===== src/hw/soc_pkg.sv =====
`default_nettype none

package soc_pkg;

	// bus word and address widths
	localparam int archbitsz = 32;
	localparam int addrbitsz = archbitsz - $clog2(archbitsz / 8);
	localparam int selbitsz = archbitsz / 8;

	// op codes, code 3 behaves as a read
	localparam logic [1:0] op_none = 2'd0;
	localparam logic [1:0] op_write = 2'd1;
	localparam logic [1:0] op_read = 2'd2;

	// slots on the interconnect
	localparam int slot_devtbl = 0;
	localparam int slot_ram = 1;
	localparam int slot_invalid = 2;
	localparam int slot_count = 3;

	// map sizes in words
	localparam int mapsz_devtbl = 64;
	localparam int mapsz_ram = 256;
	localparam int mapsz_invalid = 1024;

	// each base is the running sum of the earlier map sizes
	localparam int base_devtbl = 0;
	localparam int base_ram = base_devtbl + mapsz_devtbl;
	localparam int base_invalid = base_ram + mapsz_ram;

	// device ids reported through the device table
	localparam int id_devtbl = 7;
	localparam int id_ram = 1;
	localparam int id_invalid = 0;

	// device table word that holds the software reset bits
	localparam int rstctrl_word = 62;

	// reset stretch counter
	localparam int rst_cntr_bitsz = 4;

endpackage

`default_nettype wire


===== src/hw/reset_seq.sv =====
`timescale 1ns/1ns
`default_nettype none

module reset_seq (
	input wire logic clk120mhz,
	input wire logic rst_p,
	input wire logic rst0_i,
	input wire logic rst1_i,
	output logic sys_rst_o,
	output logic cold_rst_o,
	output logic pwroff_o
);

	logic [soc_pkg::rst_cntr_bitsz-1:0] rst_cntr;
	logic pwroff_q;
	logic sw_cold;
	logic sw_warm;
	logic sw_pwroff;

	// request decode from the two control bits
	assign sw_cold = rst0_i && rst1_i;
	assign sw_warm = !rst0_i && rst1_i;
	assign sw_pwroff = rst0_i && !rst1_i;

	// stretch reset for a full count after the last request
	always_ff @(posedge clk120mhz) begin
		if (rst_p || sw_warm || sw_cold) begin
			rst_cntr <= '1;
		end else if (rst_cntr != '0) begin
			rst_cntr <= rst_cntr - 1'b1;
		end
	end

	// power-off holds until the external reset
	always_ff @(posedge clk120mhz) begin
		if (rst_p) begin
			pwroff_q <= 1'b0;
		end else if (sw_pwroff) begin
			pwroff_q <= 1'b1;
		end
	end

	assign sys_rst_o = rst_p || pwroff_q || (rst_cntr != '0);
	assign cold_rst_o = sw_cold;
	assign pwroff_o = pwroff_q;

endmodule

`default_nettype wire


===== config.mk =====
export PLATFORM = sky130hd
export DESIGN_NAME = reset_seq
export DESIGN_NICKNAME = d
export VERILOG_FILES = /design/src/hw/soc_pkg.sv /design/src/hw/reset_seq.sv
export SDC_FILE = /design/constraint.sdc
export NUM_CORES = 1
export LEC_CHECK = 0
export ABC_AREA = 1
export BUFFER_PORTS_ARGS = -buffer_cell sky130_fd_sc_hd__buf_2
export CORE_AREA = 3 3 40 42
export CTS_BUF_LIST = sky130_fd_sc_hd__clkbuf_4
export DETAILED_ROUTE_END_ITERATION = 10
export DIE_AREA = 0 0 43 45
export PLACE_DENSITY_LB_ADDON = 0.08
export SLEW_MARGIN = 20
export SYNTH_ARGS = -nofsm -noshare
export SYNTH_HDL_FRONTEND = slang
export SYNTH_SLANG_ARGS = --single-unit

===== constraint.sdc =====
create_clock -name clk120mhz -period 1.8 [get_ports clk120mhz]
set_input_delay 0.27 -clock clk120mhz [delete_from_list [all_inputs] [get_ports clk120mhz]]
set_output_delay 0.27 -clock clk120mhz [all_outputs]
set_load 0.01 [all_outputs]

[Word level (Yosys, flattened, before mapping)]
Index checks and enable logic that the tools add are counted.
Storage, ports and cells
  input bits: 4
  memories: 0
  latch bits: 0
  ROM bits: 0
  memory bits (writable): 0
  output and inout bits: 3
  word-level logic and storage cells: 13
  flip-flop bits (word level): 5
Operators by class
  equal/unequal tests: 0
  multiply operators: 0
  order comparisons: 0
  divide/modulo/power cells: 0
  reductions and logical operators: 10
  muxes and demuxes: 0
  bitwise gates (word level): 0
  shifts and indexed selects: 0
  $add $sub $neg: 1
Operator list (count)
  $logic_or 1x1->1: 4
  $reduce_bool 4->1: 1
  $sub 4x1->4 const B: 1
  $logic_and 1x1->1: 3
  $logic_not 1->1: 2

[Depth between registers and ports, before layout]
Gate-level depths: netlist of the first run.
  word-level depth: 4
  depth in mapped cells: 7
  mapped depth without buffers: 7

[Worst setup path before layout of the first run]
No wires, ideal clock.
  path kind: reg-to-output
  start point: register rst_cntr[0] (netlist name)
  end point: output port sys_rst_o
  data required time: 1.530 ns
  arrival time: 0.860 ns
  buffers on the path: 0
  setup slack: 0.670 ns
  cell stages (with the launch flop): 6
  cell sequence: dfxtp_1 inv_1 ha_1 nand2_2 nor2_2 nand2_1
Between the ends
  word-level cells in the longest chain between the ends: 2
RTL lines
  start, declared: RTL line reset_seq.sv:14  | logic [soc_pkg::rst_cntr_bitsz-1:0] rst_cntr;
  start signal, assigned: RTL line reset_seq.sv:30  | rst_cntr <= rst_cntr - 1'b1;
  $reduce_bool 4->1: RTL line reset_seq.sv:43  | assign sys_rst_o = rst_p || pwroff_q || (rst_cntr != '0);
  $logic_or 1x1->1: RTL line reset_seq.sv:43
  end, declared: RTL line reset_seq.sv:9  | output logic sys_rst_o,
Every way passes these cells.

[Worst setup path in the final report of the first run]
Same ends and word-level chain as after synthesis.

==> Implementation_results.wiki, run 1 <==
{| class="wikitable"
! Metric !! Value
|-
| Result of the run || completed
|-
| Overflow left after global routing || 0
|-
| Slew Limit Fails || 0
|-
| Post-layout util || 26.7%
|-
| Slew headroom || 85.0%
|-
| Clock transition at the registers of the reported paths || 0.04 ns
|-
| RSZ-0062 raised after global routing || no
|-
| I/O Buffers || 6
|-
| Total of hold buffers inserted after clock tree synthesis || 0
|-
| GRT Total Usage || 6.33%
|-
| Detail Route Antenna Nets || 0
|-
| Row count || 13
|-
| Worst endpoint data arrival time || 1.29 ns
|-
| Library cell used as clock root buffer || sky130_fd_sc_hd__clkbuf_4
|-
| Drt pass-1 iters || 3
|-
| Worst IR Drop VDD || 259 uV
|-
| Synth Register Bits || 5
|-
| Weighted congestion at the end of routability-driven global placement || 0.704
|-
| Yosys warns || 0
|-
| Net count after synthesis || 45
|-
| Sum of negative setup slack || 0 ns
|-
| # placed instances || 60
|-
| Maximum number of pins on one net before global-route repair || 6
|-
| Wire length of the first global-routing pass || 869 microns
|-
| # nets final || 56
|-
| Max H-tree Level || 1
|-
| Resize count post-CTS || 0
|-
| Setup violators final || 0
|-
| Clock Sinks || 5
|-
| Worst Setup Start Kind || register
|-
| Fin Hold WS || 0.253 ns
|-
| Antenna violations before repair || 0
|-
| Via density per instance || 3.94
|-
| Chip height || 45 microns
|-
| Gate Count Post-Synth || 39
|-
| Worst slack after detailed placement || 0.487 ns
|-
| Final routed wire length divided by cell count || 8.00 microns
|-
| Required time of the worst setup path || 1.53 ns
|-
| Area of the core || 1280 sq um
|-
| Die area || 1940 sq um
|-
| CTS tree || yes
|-
| Setup crit end kind || output pin
|-
| Post-Synthesis Cell Area || 264 sq um
|-
| Fill cell instance count of the final layout || 150
|-
| Ant. Diodes || 0
|-
| Fraction of the yosys area taken by sequential cells || 37.9%
|-
| Proportion of layout cells with a drive suffix above 1 || 28.6%
|-
| Maximum clock frequency || 642 MHz
|-
| Non-filler instance count after layout || 64
|-
| Worst Tran Pin Value || 0.225 ns
|-
| Final wirelength || 512 microns
|-
| Worst-path cell with the longest stage delay || sky130_fd_sc_hd__dfxtp_1
|-
| Clock buffer count from CTS || 3
|-
| Path category of the worst min-delay check || input port to register
|-
| Maximum number of buffers from clock root to sink || 2
|-
| Startpoint-to-endpoint class of the critical path || register to output pin
|-
| Number of vias after detailed routing || 252
|-
| Most common cell after layout, fill and taps aside || sky130_fd_sc_hd__nand2_1
|-
| Most frequent cells in the layout || sky130_fd_sc_hd__nand2_1 (12), sky130_fd_sc_hd__inv_1 (7), sky130_fd_sc_hd__nand3_1 (6), sky130_fd_sc_hd__buf_2 (6), sky130_fd_sc_hd__dfxtp_1 (5)
|-
| Unique cell type count in the Yosys netlist || 9
|-
| Chain of cells forming the critical path || inv_1 -> ha_1 -> nand2_2 -> nor2_2 -> nand2_1 -> buf_2
|-
| Avg Cell Area, Syn || 6.77 sq um
|-
| Number of top-level design ports || 7
|-
| Worst-path fanout max || 5
|-
| Worst clock skew || 0.00206 ns
|-
| Via count of the first global-routing pass || 231
|-
| Max capacitance violation total || 0
|-
| Fin crit share || 86.6%
|-
| Number of buffers added for setup after CTS || 0
|-
| Power per standard cell area || 819 nW/um^2
|-
| Min cycle time layout || 1.56 ns
|-
| Die Width || 43 microns
|-
| Count of routing violations after the opening detailed-route iteration || 1
|-
| Relative area change from synthesis to final layout || 29.9%
|-
| Worst-case setup margin in the final layout || 0.241 ns
|-
| Initial Util || 20.5%
|-
| Number of hold-slack violations in the final timing report || 0
|-
| HPWL after detailed placement || 419 microns
|-
| Critical Path Max Stage Delay || 0.31 ns
|-
| Number of design rule violations left after detail routing || 0
|-
| Leakage Power || 0.194 nW
|-
| Clock network latency to the later pin of the worst-skew pair || 0.24 ns
|}
==> stage by stage <==
stage / total power, mW / area, sq um
global route: 0.295 / 343
global placement: 0.141 / 313
floorplan: 0.131 / 264
finish: 0.281 / 343
CTS: 0.286 / 343
detailed placement: 0.142 / 313
==> worst paths after layout <==
path / from / to / slack [ns] / cells after the start
setup / recovery: rst_cntr[0] / sys_rst_o / 0.24 / 6
hold / removal: rst0_i / pwroff_o / 0.25 / 3
setup reg to reg: rst_cntr[0] / rst_cntr[0] / 0.75 / 5
hold reg to reg: rst_cntr[3] / rst_cntr[3] / 0.50 / 2
==> final cells by class <==
cell class | count | area [sq um] | share of cell area [%]
inverter | 7 | 26.3 | 7.66
clock buffer | 4 | 30.0 | 8.76
multi-input combinational | 27 | 138 | 40.1
timing repair buffer | 6 | 30.0 | 8.76
tap | 15 | 18.8 | 5.47
sequential | 5 | 100 | 29.2
==> cell families after synthesis <==
logic type / after synthesis / share of synthesized area, %
AOI/OAI and AO/OA: 1 / 1.89
and+or+nand+nor: 24 / 40.8
buffers and inverters: 7 / 9.95
DFF: 5 / 37.9
adders and majority gates: 2 / 9.48
==> sequential cells by signal, indices dropped and copies added, names as in the netlist <==
name and flops:
pwroff_o 1, rst_cntr 4
==> synth_stat cells, drive strengths merged <==
cell type | number | area share (%)
inv | 7 | 10
nor2 | 5 | 10
dfxtp | 5 | 38
nand2 | 13 | 19
ha | 2 | 9.5
o21ai | 1 | 1.9
nand3 | 6 | 11
==> worst max-delay path: cells and delay by family, from the launching register on <==
family | cells | cell delay (ns)
and+or+nand+nor | 3 | 0.23
adders and majority gates | 1 | 0.25
DFF | 1 | 0.31
buffers and inverters | 2 | 0.26
==> per-layer routing <==
| metal | GRT usage (%) | part of all wire (%) | wire length (microns) | up-vias |
|---|---|---|---|---|
| met2 | 9.28 | 49 | 252 | 5 |
| met3 | 1.20 | 4.9 | 25 | 0 |
| li1 | - | - | - | 137 |
| met1 | 7.23 | 46 | 233 | 110 |
| met4 | 7.23 | 0 | 0 | 0 |
| met5 | 0 | 0 | 0 | - |
==> power breakdown <==
group / leakage, nW / internal [mW] / switching (mW)
logic: 0.134 / 0.00874 / 0.0131
clock network: 0.0184 / 0.0986 / 0.0426
registers: 0.0410 / 0.115 / 0.00233
total: 0.194 / 0.223 / 0.0580
(Power assumes the default switching activity.)
==> inputs of run 2 (changes only) <==
--- a/config.mk
+++ b/config.mk
@@ -5,7 +5,6 @@
 export SDC_FILE = /design/constraint.sdc
 export NUM_CORES = 1
 export LEC_CHECK = 0
-export ABC_AREA = 1
 export BUFFER_PORTS_ARGS = -buffer_cell sky130_fd_sc_hd__buf_2
 export CORE_AREA = 3 3 40 42
 export CTS_BUF_LIST = sky130_fd_sc_hd__clkbuf_4
==> Implementation_results.wiki, run 2 <==
{| class="wikitable"
! Metric !! Value
|-
| RSZ-0062 raised after global routing || no
|-
| Number of buffers added for setup after CTS || 0 (unchanged)
|-
| Total of hold buffers inserted after clock tree synthesis || 0 (unchanged)
|-
| Worst-path fanout max || 5 (unchanged)
|-
| Resize count post-CTS || 0 (unchanged)
|-
| Fill cell instance count of the final layout || 144 (-4.0%)
|-
| Fin crit share || 88.3% (+1.7 points)
|-
| Start of the worst register-to-register path || rst_cntr[0]
|-
| HPWL after detailed placement || 445 microns (+6.3%)
|-
| Most used flip-flop cell after synthesis || sky130_fd_sc_hd__dfxtp_1
|-
| Fin Hold WS || 0.279 ns (+0.0264 ns)
|-
| I/O Buffers || 6 (unchanged)
|-
| Worst Setup Start Kind || register
|-
| Die area || 1940 sq um (unchanged)
|-
| Area contributors post-synth || sky130_fd_sc_hd__dfxtp_1 (38%), sky130_fd_sc_hd__ha_1 (9.4%), sky130_fd_sc_hd__nor3b_1 (8.5%)
|-
| Weighted congestion at the end of routability-driven global placement || 0.635 (-9.8%)
|-
| Relative area change from synthesis to final layout || 32.4%
|-
| Total placed instance area || 323 sq um (+3.2%)
|-
| Maximum clock frequency || 629 MHz (-1.9%)
|-
| Maximum number of buffers from clock root to sink || 2 (unchanged)
|-
| Path category of the worst min-delay check || input port to register
|-
| Worst-case setup margin in the final layout || 0.211 ns (-0.0303 ns)
|-
| Max capacitance violation total || 0 (unchanged)
|-
| Non-filler instance count after layout || 56 (-13%)
|-
| Setup crit end kind || output pin
|-
| Number of vias after detailed routing || 243 (-3.6%)
|-
| Clock transition at the registers of the reported paths || 0.04 ns (about the same)
|-
| Final routed wire length divided by cell count || 9.50 microns (+19%)
|-
| Capturing element of the worst setup path || sys_rst_o
|-
| Antenna violations before repair || 0 (unchanged)
|-
| Yosys warns || 0 (unchanged)
|-
| Unique cell type count in the Yosys netlist || 15 (+6)
|-
| Detail Route Antenna Nets || 0 (unchanged)
|-
| Min cycle time layout || 1.59 ns (+0.0303 ns)
|-
| Most frequent cells in the layout || sky130_fd_sc_hd__buf_2 (6), sky130_fd_sc_hd__dfxtp_1 (5), sky130_fd_sc_hd__clkbuf_4 (4)
|-
| Slew Limit Fails || 0 (unchanged)
|-
| Worst slack after detailed placement || 0.464 ns (-0.0229 ns)
|-
| Clock Sinks || 5 (unchanged)
|-
| Async set or reset register ratio after synthesis || 0% (unchanged)
|-
| Worst Tran Pin Value || 0.255 ns (+0.0305 ns)
|-
| Post-Synthesis Cell Area || 267 sq um (+0.95%)
|-
| Ant. Diodes || 0 (unchanged)
|-
| Maximum number of pins on one net before global-route repair || 8 (+2)
|-
| Most common cell after layout, fill and taps aside || sky130_fd_sc_hd__buf_2
|-
| Worst endpoint data arrival time || 1.32 ns (+0.03 ns)
|-
| Startpoint-to-endpoint class of the critical path || register to output pin
|-
| Area of the core || 1280 sq um (unchanged)
|-
| Overflow left after global routing || 0 (unchanged)
|-
| Fraction of the yosys area taken by sequential cells || 37.6% (-0.36 points)
|-
| Via density per instance || 4.34 (+10%)
|-
| Initial Util || 20.7% (+0.19 points)
|-
| Post-synth EDFFs || 0 (unchanged)
|-
| Avg Cell Area, Syn || 8.88 sq um (+31%)
|-
| Number of flip-flops under the largest register name || 4 (unchanged)
|-
| Wire length of the first global-routing pass || 1080 microns (+25%)
|-
| Top cell type's share of synthesized area || 37.6% (-0.36 points)
|-
| # placed instances || 52 (-13%)
|-
| Die Width || 43 microns (unchanged)
|-
| Worst r2r path cells || 4 (-1)
|-
| Net count after synthesis || 36 (-20%)
|-
| Crit Reg-Reg Endpoint || rst_cntr[3]
|-
| GRT Total Usage || 8.15% (+1.8 points)
|-
| Via count of the first global-routing pass || 263 (+14%)
|-
| Register containing the most flip-flops in the final layout || rst_cntr
|-
| Chip height || 45 microns (unchanged)
|-
| Result of the run || completed
|-
| Library cell with the largest summed area after synthesis || sky130_fd_sc_hd__dfxtp_1
|-
| Most used standard cells in the synthesized netlist || sky130_fd_sc_hd__dfxtp_1 (5), sky130_fd_sc_hd__inv_1 (3), sky130_fd_sc_hd__nand2b_1 (3), sky130_fd_sc_hd__nor3b_1 (3)
|-
| Synth Register Bits || 5 (unchanged)
|-
| Clock network latency to the later pin of the worst-skew pair || 0.24 ns (about the same)
|-
| Leakage Power || 0.157 nW (-19%)
|-
| Number of top-level design ports || 7 (unchanged)
|-
| Number of design rule violations left after detail routing || 0 (unchanged)
|-
| Gate Count Post-Synth || 30 (-23%)
|-
| Max H-tree Level || 1 (unchanged)
|-
| Power per standard cell area || 809 nW/um^2 (-1.2%)
|-
| # nets final || 48 (-14%)
|-
| Clock buffer count from CTS || 3 (unchanged)
|-
| Power, Total || 0.285 mW (+1.6%)
|-
| CTS tree || yes
|-
| Final wirelength || 532 microns (+3.9%)
|-
| Post-layout instance area || 353 sq um (+2.9%)
|-
| R2R setup slack || 0.48 ns (-0.27 ns)
|-
| Row count || 13 (unchanged)
|-
| Critical Path Source || rst_cntr[0]
|-
| Post-layout util || 27.5% (+0.78 points)
|-
| Most frequent cell after synthesis || sky130_fd_sc_hd__dfxtp_1
|-
| Drt pass-1 iters || 1 (-2)
|-
| Number of hold-slack violations in the final timing report || 0 (unchanged)
|-
| Library cell used as clock root buffer || sky130_fd_sc_hd__clkbuf_4
|-
| Count of routing violations after the opening detailed-route iteration || 0 (-1)
|-
| Worst IR Drop VDD || 334 uV (+29%)
|-
| Slew headroom || 83.0% (-2.1 points)
|-
| Worst clock skew || 0.00314 ns (+0.00108 ns)
|-
| Sum of negative setup slack || 0 ns (unchanged)
|-
| Proportion of layout cells with a drive suffix above 1 || 26.8% (-1.7 points)
|-
| Required time of the worst setup path || 1.53 ns (about the same)
|-
| Setup violators final || 0 (unchanged)
|}
-- run 2: worst min-delay path by stage --
| stage | from | endpoint | slack, ns | cells after the start |
|---|---|---|---|---|
| floorplan | rst_p | pwroff_o | 0.34 | 1 |
| global placement | pwroff_o | pwroff_o | 0.45 | 2 |
| detailed placement | pwroff_o | pwroff_o | 0.46 | 2 |
| CTS | rst_p | pwroff_o | 0.27 | 2 |
| global route | rst_p | pwroff_o | 0.28 | 2 |
| finish | rst_p | pwroff_o | 0.28 | 2 |
-- run 2: cell families after synthesis --
logic type      share of synthesized area [%]
compound gates                           10.3
simple gates                             31.0
mux                                      7.51
fa+ha+maj                                9.39
flops                                    37.6
buf+inv                                  4.23
-- run 2: final cells by class --
class | count | area, sq um | share of cell area [%]
well taps | 15 | 18.8 | 5.32
multi-input cells | 22 | 155 | 44.0
flip-flops and latches | 5 | 100 | 28.4
repair buffers | 7 | 37.5 | 10.6
clock buffers | 4 | 30.0 | 8.51
inverters | 3 | 11.3 | 3.19
-- run 2: metal layers --
metal  track usage [%]  wire length, microns  up-vias
li1                  -                     -      125
met1              8.65                   228      109
met2              11.4                   257        7
met3              3.59                    33        2
met4              9.04                    12        0
met5                 0                     0        -
-- run 2: where the power goes --
| part | total [mW] | leakage (nW) | switching, mW | internal, mW |
|---|---|---|---|---|
| Clock | 0.144 | 0.0184 | 0.0457 | 0.0988 |
| Combinational | 0.0226 | 0.0975 | 0.0123 | 0.0103 |
| Sequential | 0.118 | 0.0410 | 0.00331 | 0.115 |
-- run 2: critical path, stage by stage, from the launching register on --
cell	delay [ns]
sky130_fd_sc_hd__dfxtp_1	0.33
sky130_fd_sc_hd__inv_1	0.09
sky130_fd_sc_hd__ha_1	0.17
sky130_fd_sc_hd__nor3b_1	0.26
sky130_fd_sc_hd__nand2_1	0.08
sky130_fd_sc_hd__buf_2	0.15
==> inputs of run 3 (changes only) <==
--- a/config.mk
+++ b/config.mk
@@ -6,8 +6,9 @@
 export NUM_CORES = 1
 export LEC_CHECK = 0
 export BUFFER_PORTS_ARGS = -buffer_cell sky130_fd_sc_hd__buf_2
+export CAP_MARGIN = 10
 export CORE_AREA = 3 3 40 42
-export CTS_BUF_LIST = sky130_fd_sc_hd__clkbuf_4
+export CTS_BUF_LIST = sky130_fd_sc_hd__clkbuf_8
 export DETAILED_ROUTE_END_ITERATION = 10
 export DIE_AREA = 0 0 43 45
 export PLACE_DENSITY_LB_ADDON = 0.08
==> constraint.sdc (replaced) <==
create_clock -name clk120mhz -period 1.8 [get_ports clk120mhz]
set_input_delay 0.27 -clock clk120mhz [delete_from_list [all_inputs] [get_ports clk120mhz]]
set_output_delay 0.27 -clock clk120mhz [all_outputs]
set_load 0.05 [all_outputs]
==> Implementation_results.wiki, run 3 (synthesis gave the netlist of run 2 again) <==
{| class="wikitable"
! Metric !! Value
|-
| Number of top-level design ports || 7 (unchanged)
|-
| # placed instances || 52 (unchanged)
|-
| Met2 wire length || 285 microns (+11%)
|-
| Required time of the worst setup path || 1.53 ns (about the same)
|-
| Maximum clock frequency || 604 MHz (-4.0%)
|-
| Worst r2r path cells || 4 (unchanged)
|-
| Number of flip-flops under the largest register name || 4 (unchanged)
|-
| Number of design rule violations left after detail routing || 0 (unchanged)
|-
| Total placed instance area || 323 sq um (unchanged)
|-
| Footprint of the multi-input gates || 160 sq um (+3.2%)
|-
| Max H-tree Level || 1 (unchanged)
|-
| Number of hold-slack violations in the final timing report || 0 (unchanged)
|-
| Drt pass-1 iters || 4 (+3)
|-
| Area used by sequential logic in the layout || 100 sq um (unchanged)
|-
| Wire length on met1 || 234 microns (+2.6%)
|-
| Sequential Power Share || 33.6% (-7.8 points)
|-
| Area of the core || 1280 sq um (unchanged)
|-
| Initial Util || 20.7% (unchanged)
|-
| Sw frac || 23.1% (+1.6 points)
|-
| Min cycle time layout || 1.66 ns (+0.0662 ns)
|-
| Slew headroom || 83.3% (+0.39 points)
|-
| Detail Route Antenna Nets || 0 (unchanged)
|-
| Worst slack after detailed placement || 0.391 ns (-0.0726 ns)
|-
| Clock Sinks || 5 (unchanged)
|-
| Met3 routed WL || 41 microns (+24%)
|-
| Result of the run || completed
|-
| Worst Setup Start Kind || register
|-
| Via density per instance || 4.57 (+5.3%)
|-
| Crit Reg-Reg Endpoint || rst_cntr[3]
|-
| Worst endpoint data arrival time || 1.39 ns (+0.07 ns)
|-
| Critical Path Source || rst_cntr[0]
|-
| Die area || 1940 sq um (unchanged)
|-
| Row count || 13 (unchanged)
|-
| Register containing the most flip-flops in the final layout || rst_cntr
|-
| R2R setup slack || 0.47 ns (about the same)
|-
| Die Width || 43 microns (unchanged)
|-
| Most frequent cells in the layout || sky130_fd_sc_hd__buf_2 (6), sky130_fd_sc_hd__dfxtp_1 (5), sky130_fd_sc_hd__inv_1 (4), sky130_fd_sc_hd__nand2b_1 (3), sky130_fd_sc_hd__clkbuf_8 (3)
|-
| Library cell used as clock root buffer || sky130_fd_sc_hd__clkbuf_8
|-
| Via count of the first global-routing pass || 270 (+2.7%)
|-
| HPWL after detailed placement || 445 microns (unchanged)
|-
| Start of the worst register-to-register path || rst_cntr[0]
|-
| Clock buffer count from CTS || 3 (unchanged)
|-
| Worst IR Drop VDD || 425 uV (+27%)
|-
| Startpoint-to-endpoint class of the critical path || register to output pin
|-
| Highest layer used for signal routing || met4
|-
| Fin crit share || 92.0% (+3.7 points)
|-
| Instance count along the most critical hold path || 2 (unchanged)
|-
| I/O Buffers || 6 (unchanged)
|-
| Clock share of power || 57.7% (+7.1 points)
|-
| Path category of the worst min-delay check || input port to register
|-
| Worst Hold End || pwroff_o
|-
| RSZ-0062 raised after global routing || no
|-
| Max capacitance violation total || 0 (unchanged)
|-
| Maximum number of buffers from clock root to sink || 2 (unchanged)
|-
| # nets final || 48 (unchanged)
|-
| Count of routing violations after the opening detailed-route iteration || 2 (+2)
|-
| Internal power component || 0.272 mW (+21%)
|-
| Leakage Power || 0.165 nW (+5.4%)
|-
| Net load switching power || 0.0816 mW (+33%)
|-
| Final routed wire length divided by cell count || 10.5 microns (+11%)
|-
| Antenna violations before repair || 0 (unchanged)
|-
| Worst clock skew || 0.000998 ns (-0.00215 ns)
|-
| CTS tree || yes
|-
| Logic pwr share || 8.8% (+0.9 points)
|-
| Wire length of the first global-routing pass || 1110 microns (+2.5%)
|-
| Weighted congestion at the end of routability-driven global placement || 0.635 (unchanged)
|-
| Setup violators final || 0 (unchanged)
|-
| Min-delay src || rst_p
|-
| Sum of negative setup slack || 0 ns (unchanged)
|-
| Overflow left after global routing || 0 (unchanged)
|-
| Clock transition at the registers of the reported paths || 0.04 ns (about the same)
|-
| Worst-case setup margin in the final layout || 0.145 ns (-0.0662 ns)
|-
| Fill cell instance count of the final layout || 139 (-3.5%)
|-
| Number of vias after detailed routing || 256 (+5.3%)
|-
| Relative area change from synthesis to final layout || 39.9%
|-
| Slew Limit Fails || 0 (unchanged)
|-
| Maximum number of pins on one net before global-route repair || 8 (unchanged)
|-
| Post-layout instance area || 373 sq um (+5.7%)
|-
| Most common cell after layout, fill and taps aside || sky130_fd_sc_hd__buf_2
|-
| Non-filler instance count after layout || 56 (unchanged)
|-
| Clock network latency to the later pin of the worst-skew pair || 0.22 ns (-0.02 ns)
|-
| Power per standard cell area || 948 nW/um^2 (+17%)
|-
| Proportion of layout cells with a drive suffix above 1 || 26.8% (unchanged)
|-
| Worst Tran Pin Value || 0.252 ns (-0.00355 ns)
|-
| Worst-path fanout max || 5 (unchanged)
|-
| Setup crit end kind || output pin
|-
| GRT Total Usage || 8.40% (+0.25 points)
|-
| Final wirelength || 588 microns (+11%)
|-
| Ant. Diodes || 0 (unchanged)
|-
| Number of buffers added for setup after CTS || 0 (unchanged)
|-
| Chip height || 45 microns (unchanged)
|}
==> run 3: cell count changes in the layout (fill, tap and decap cells not counted), sizes merged <==
cell	delta
clkbuf	-1
inv	+1
==> run 3: worst max-delay path by stage <==
stage | to | slack (ns) | cells after the start
floorplan | sys_rst_o | 0.22 | 4
global placement | sys_rst_o | 0.43 | 5
detailed placement | sys_rst_o | 0.39 | 5
CTS | sys_rst_o | 0.14 | 5
global route | sys_rst_o | 0.05 | 5
finish | sys_rst_o | 0.14 | 5
==> run 3: power groups by stage <==
stage | combinational [mW] | clock [mW] | sequential [mW]
2_1_floorplan | 0.0142 | 0 | 0.125
3_3_place_gp | 0.0306 | 0 | 0.120
3_5_place_dp | 0.0313 | 0 | 0.120
4_1_cts | 0.0314 | 0.212 | 0.119
5_1_grt | 0.0341 | 0.221 | 0.119
6_report | 0.0310 | 0.204 | 0.119
==> run 3: area by class of cell <==
class / count / area share, %
tap: 15 / 5.03
clock inverter: 1 / 1.01
timing repair buffer: 7 / 10.1
sequential: 5 / 26.8
clock buffer: 3 / 11.1
multi-input combinational: 22 / 43.0
inverter: 3 / 3.02
==> run 3: what timing repair did <==
item	4_1_cts	5_1_grt
setup endpoints to repair	0	1
resized for setup	0	1
hold buffers	0	0
==> run 3: through the flow <==
stage	utilization (%)	total power, mW	hold slack [ns]
6_report	29.0	0.354	0.305
5_1_grt	29.0	0.375	0.312
4_1_cts	28.6	0.362	0.298
3_5_place_dp	25.1	0.152	0.459
3_3_place_gp	25.1	0.151	0.446
2_1_floorplan	-	0.139	0.339
==> run 3: worst max-delay path, cell delays in order (launching register included) <==
cell	delay [ns]
sky130_fd_sc_hd__dfxtp_1	0.38
sky130_fd_sc_hd__inv_1	0.08
sky130_fd_sc_hd__ha_1	0.22
sky130_fd_sc_hd__nor3b_2	0.17
sky130_fd_sc_hd__nand2_1	0.06
sky130_fd_sc_hd__buf_2	0.25
==> run 3: routing by layer <==
layer,vias up,global-route usage [%]
li1,125,-
met1,118,9.13
met2,9,11.7
met3,4,2.39
met4,0,10.8
met5,-,0
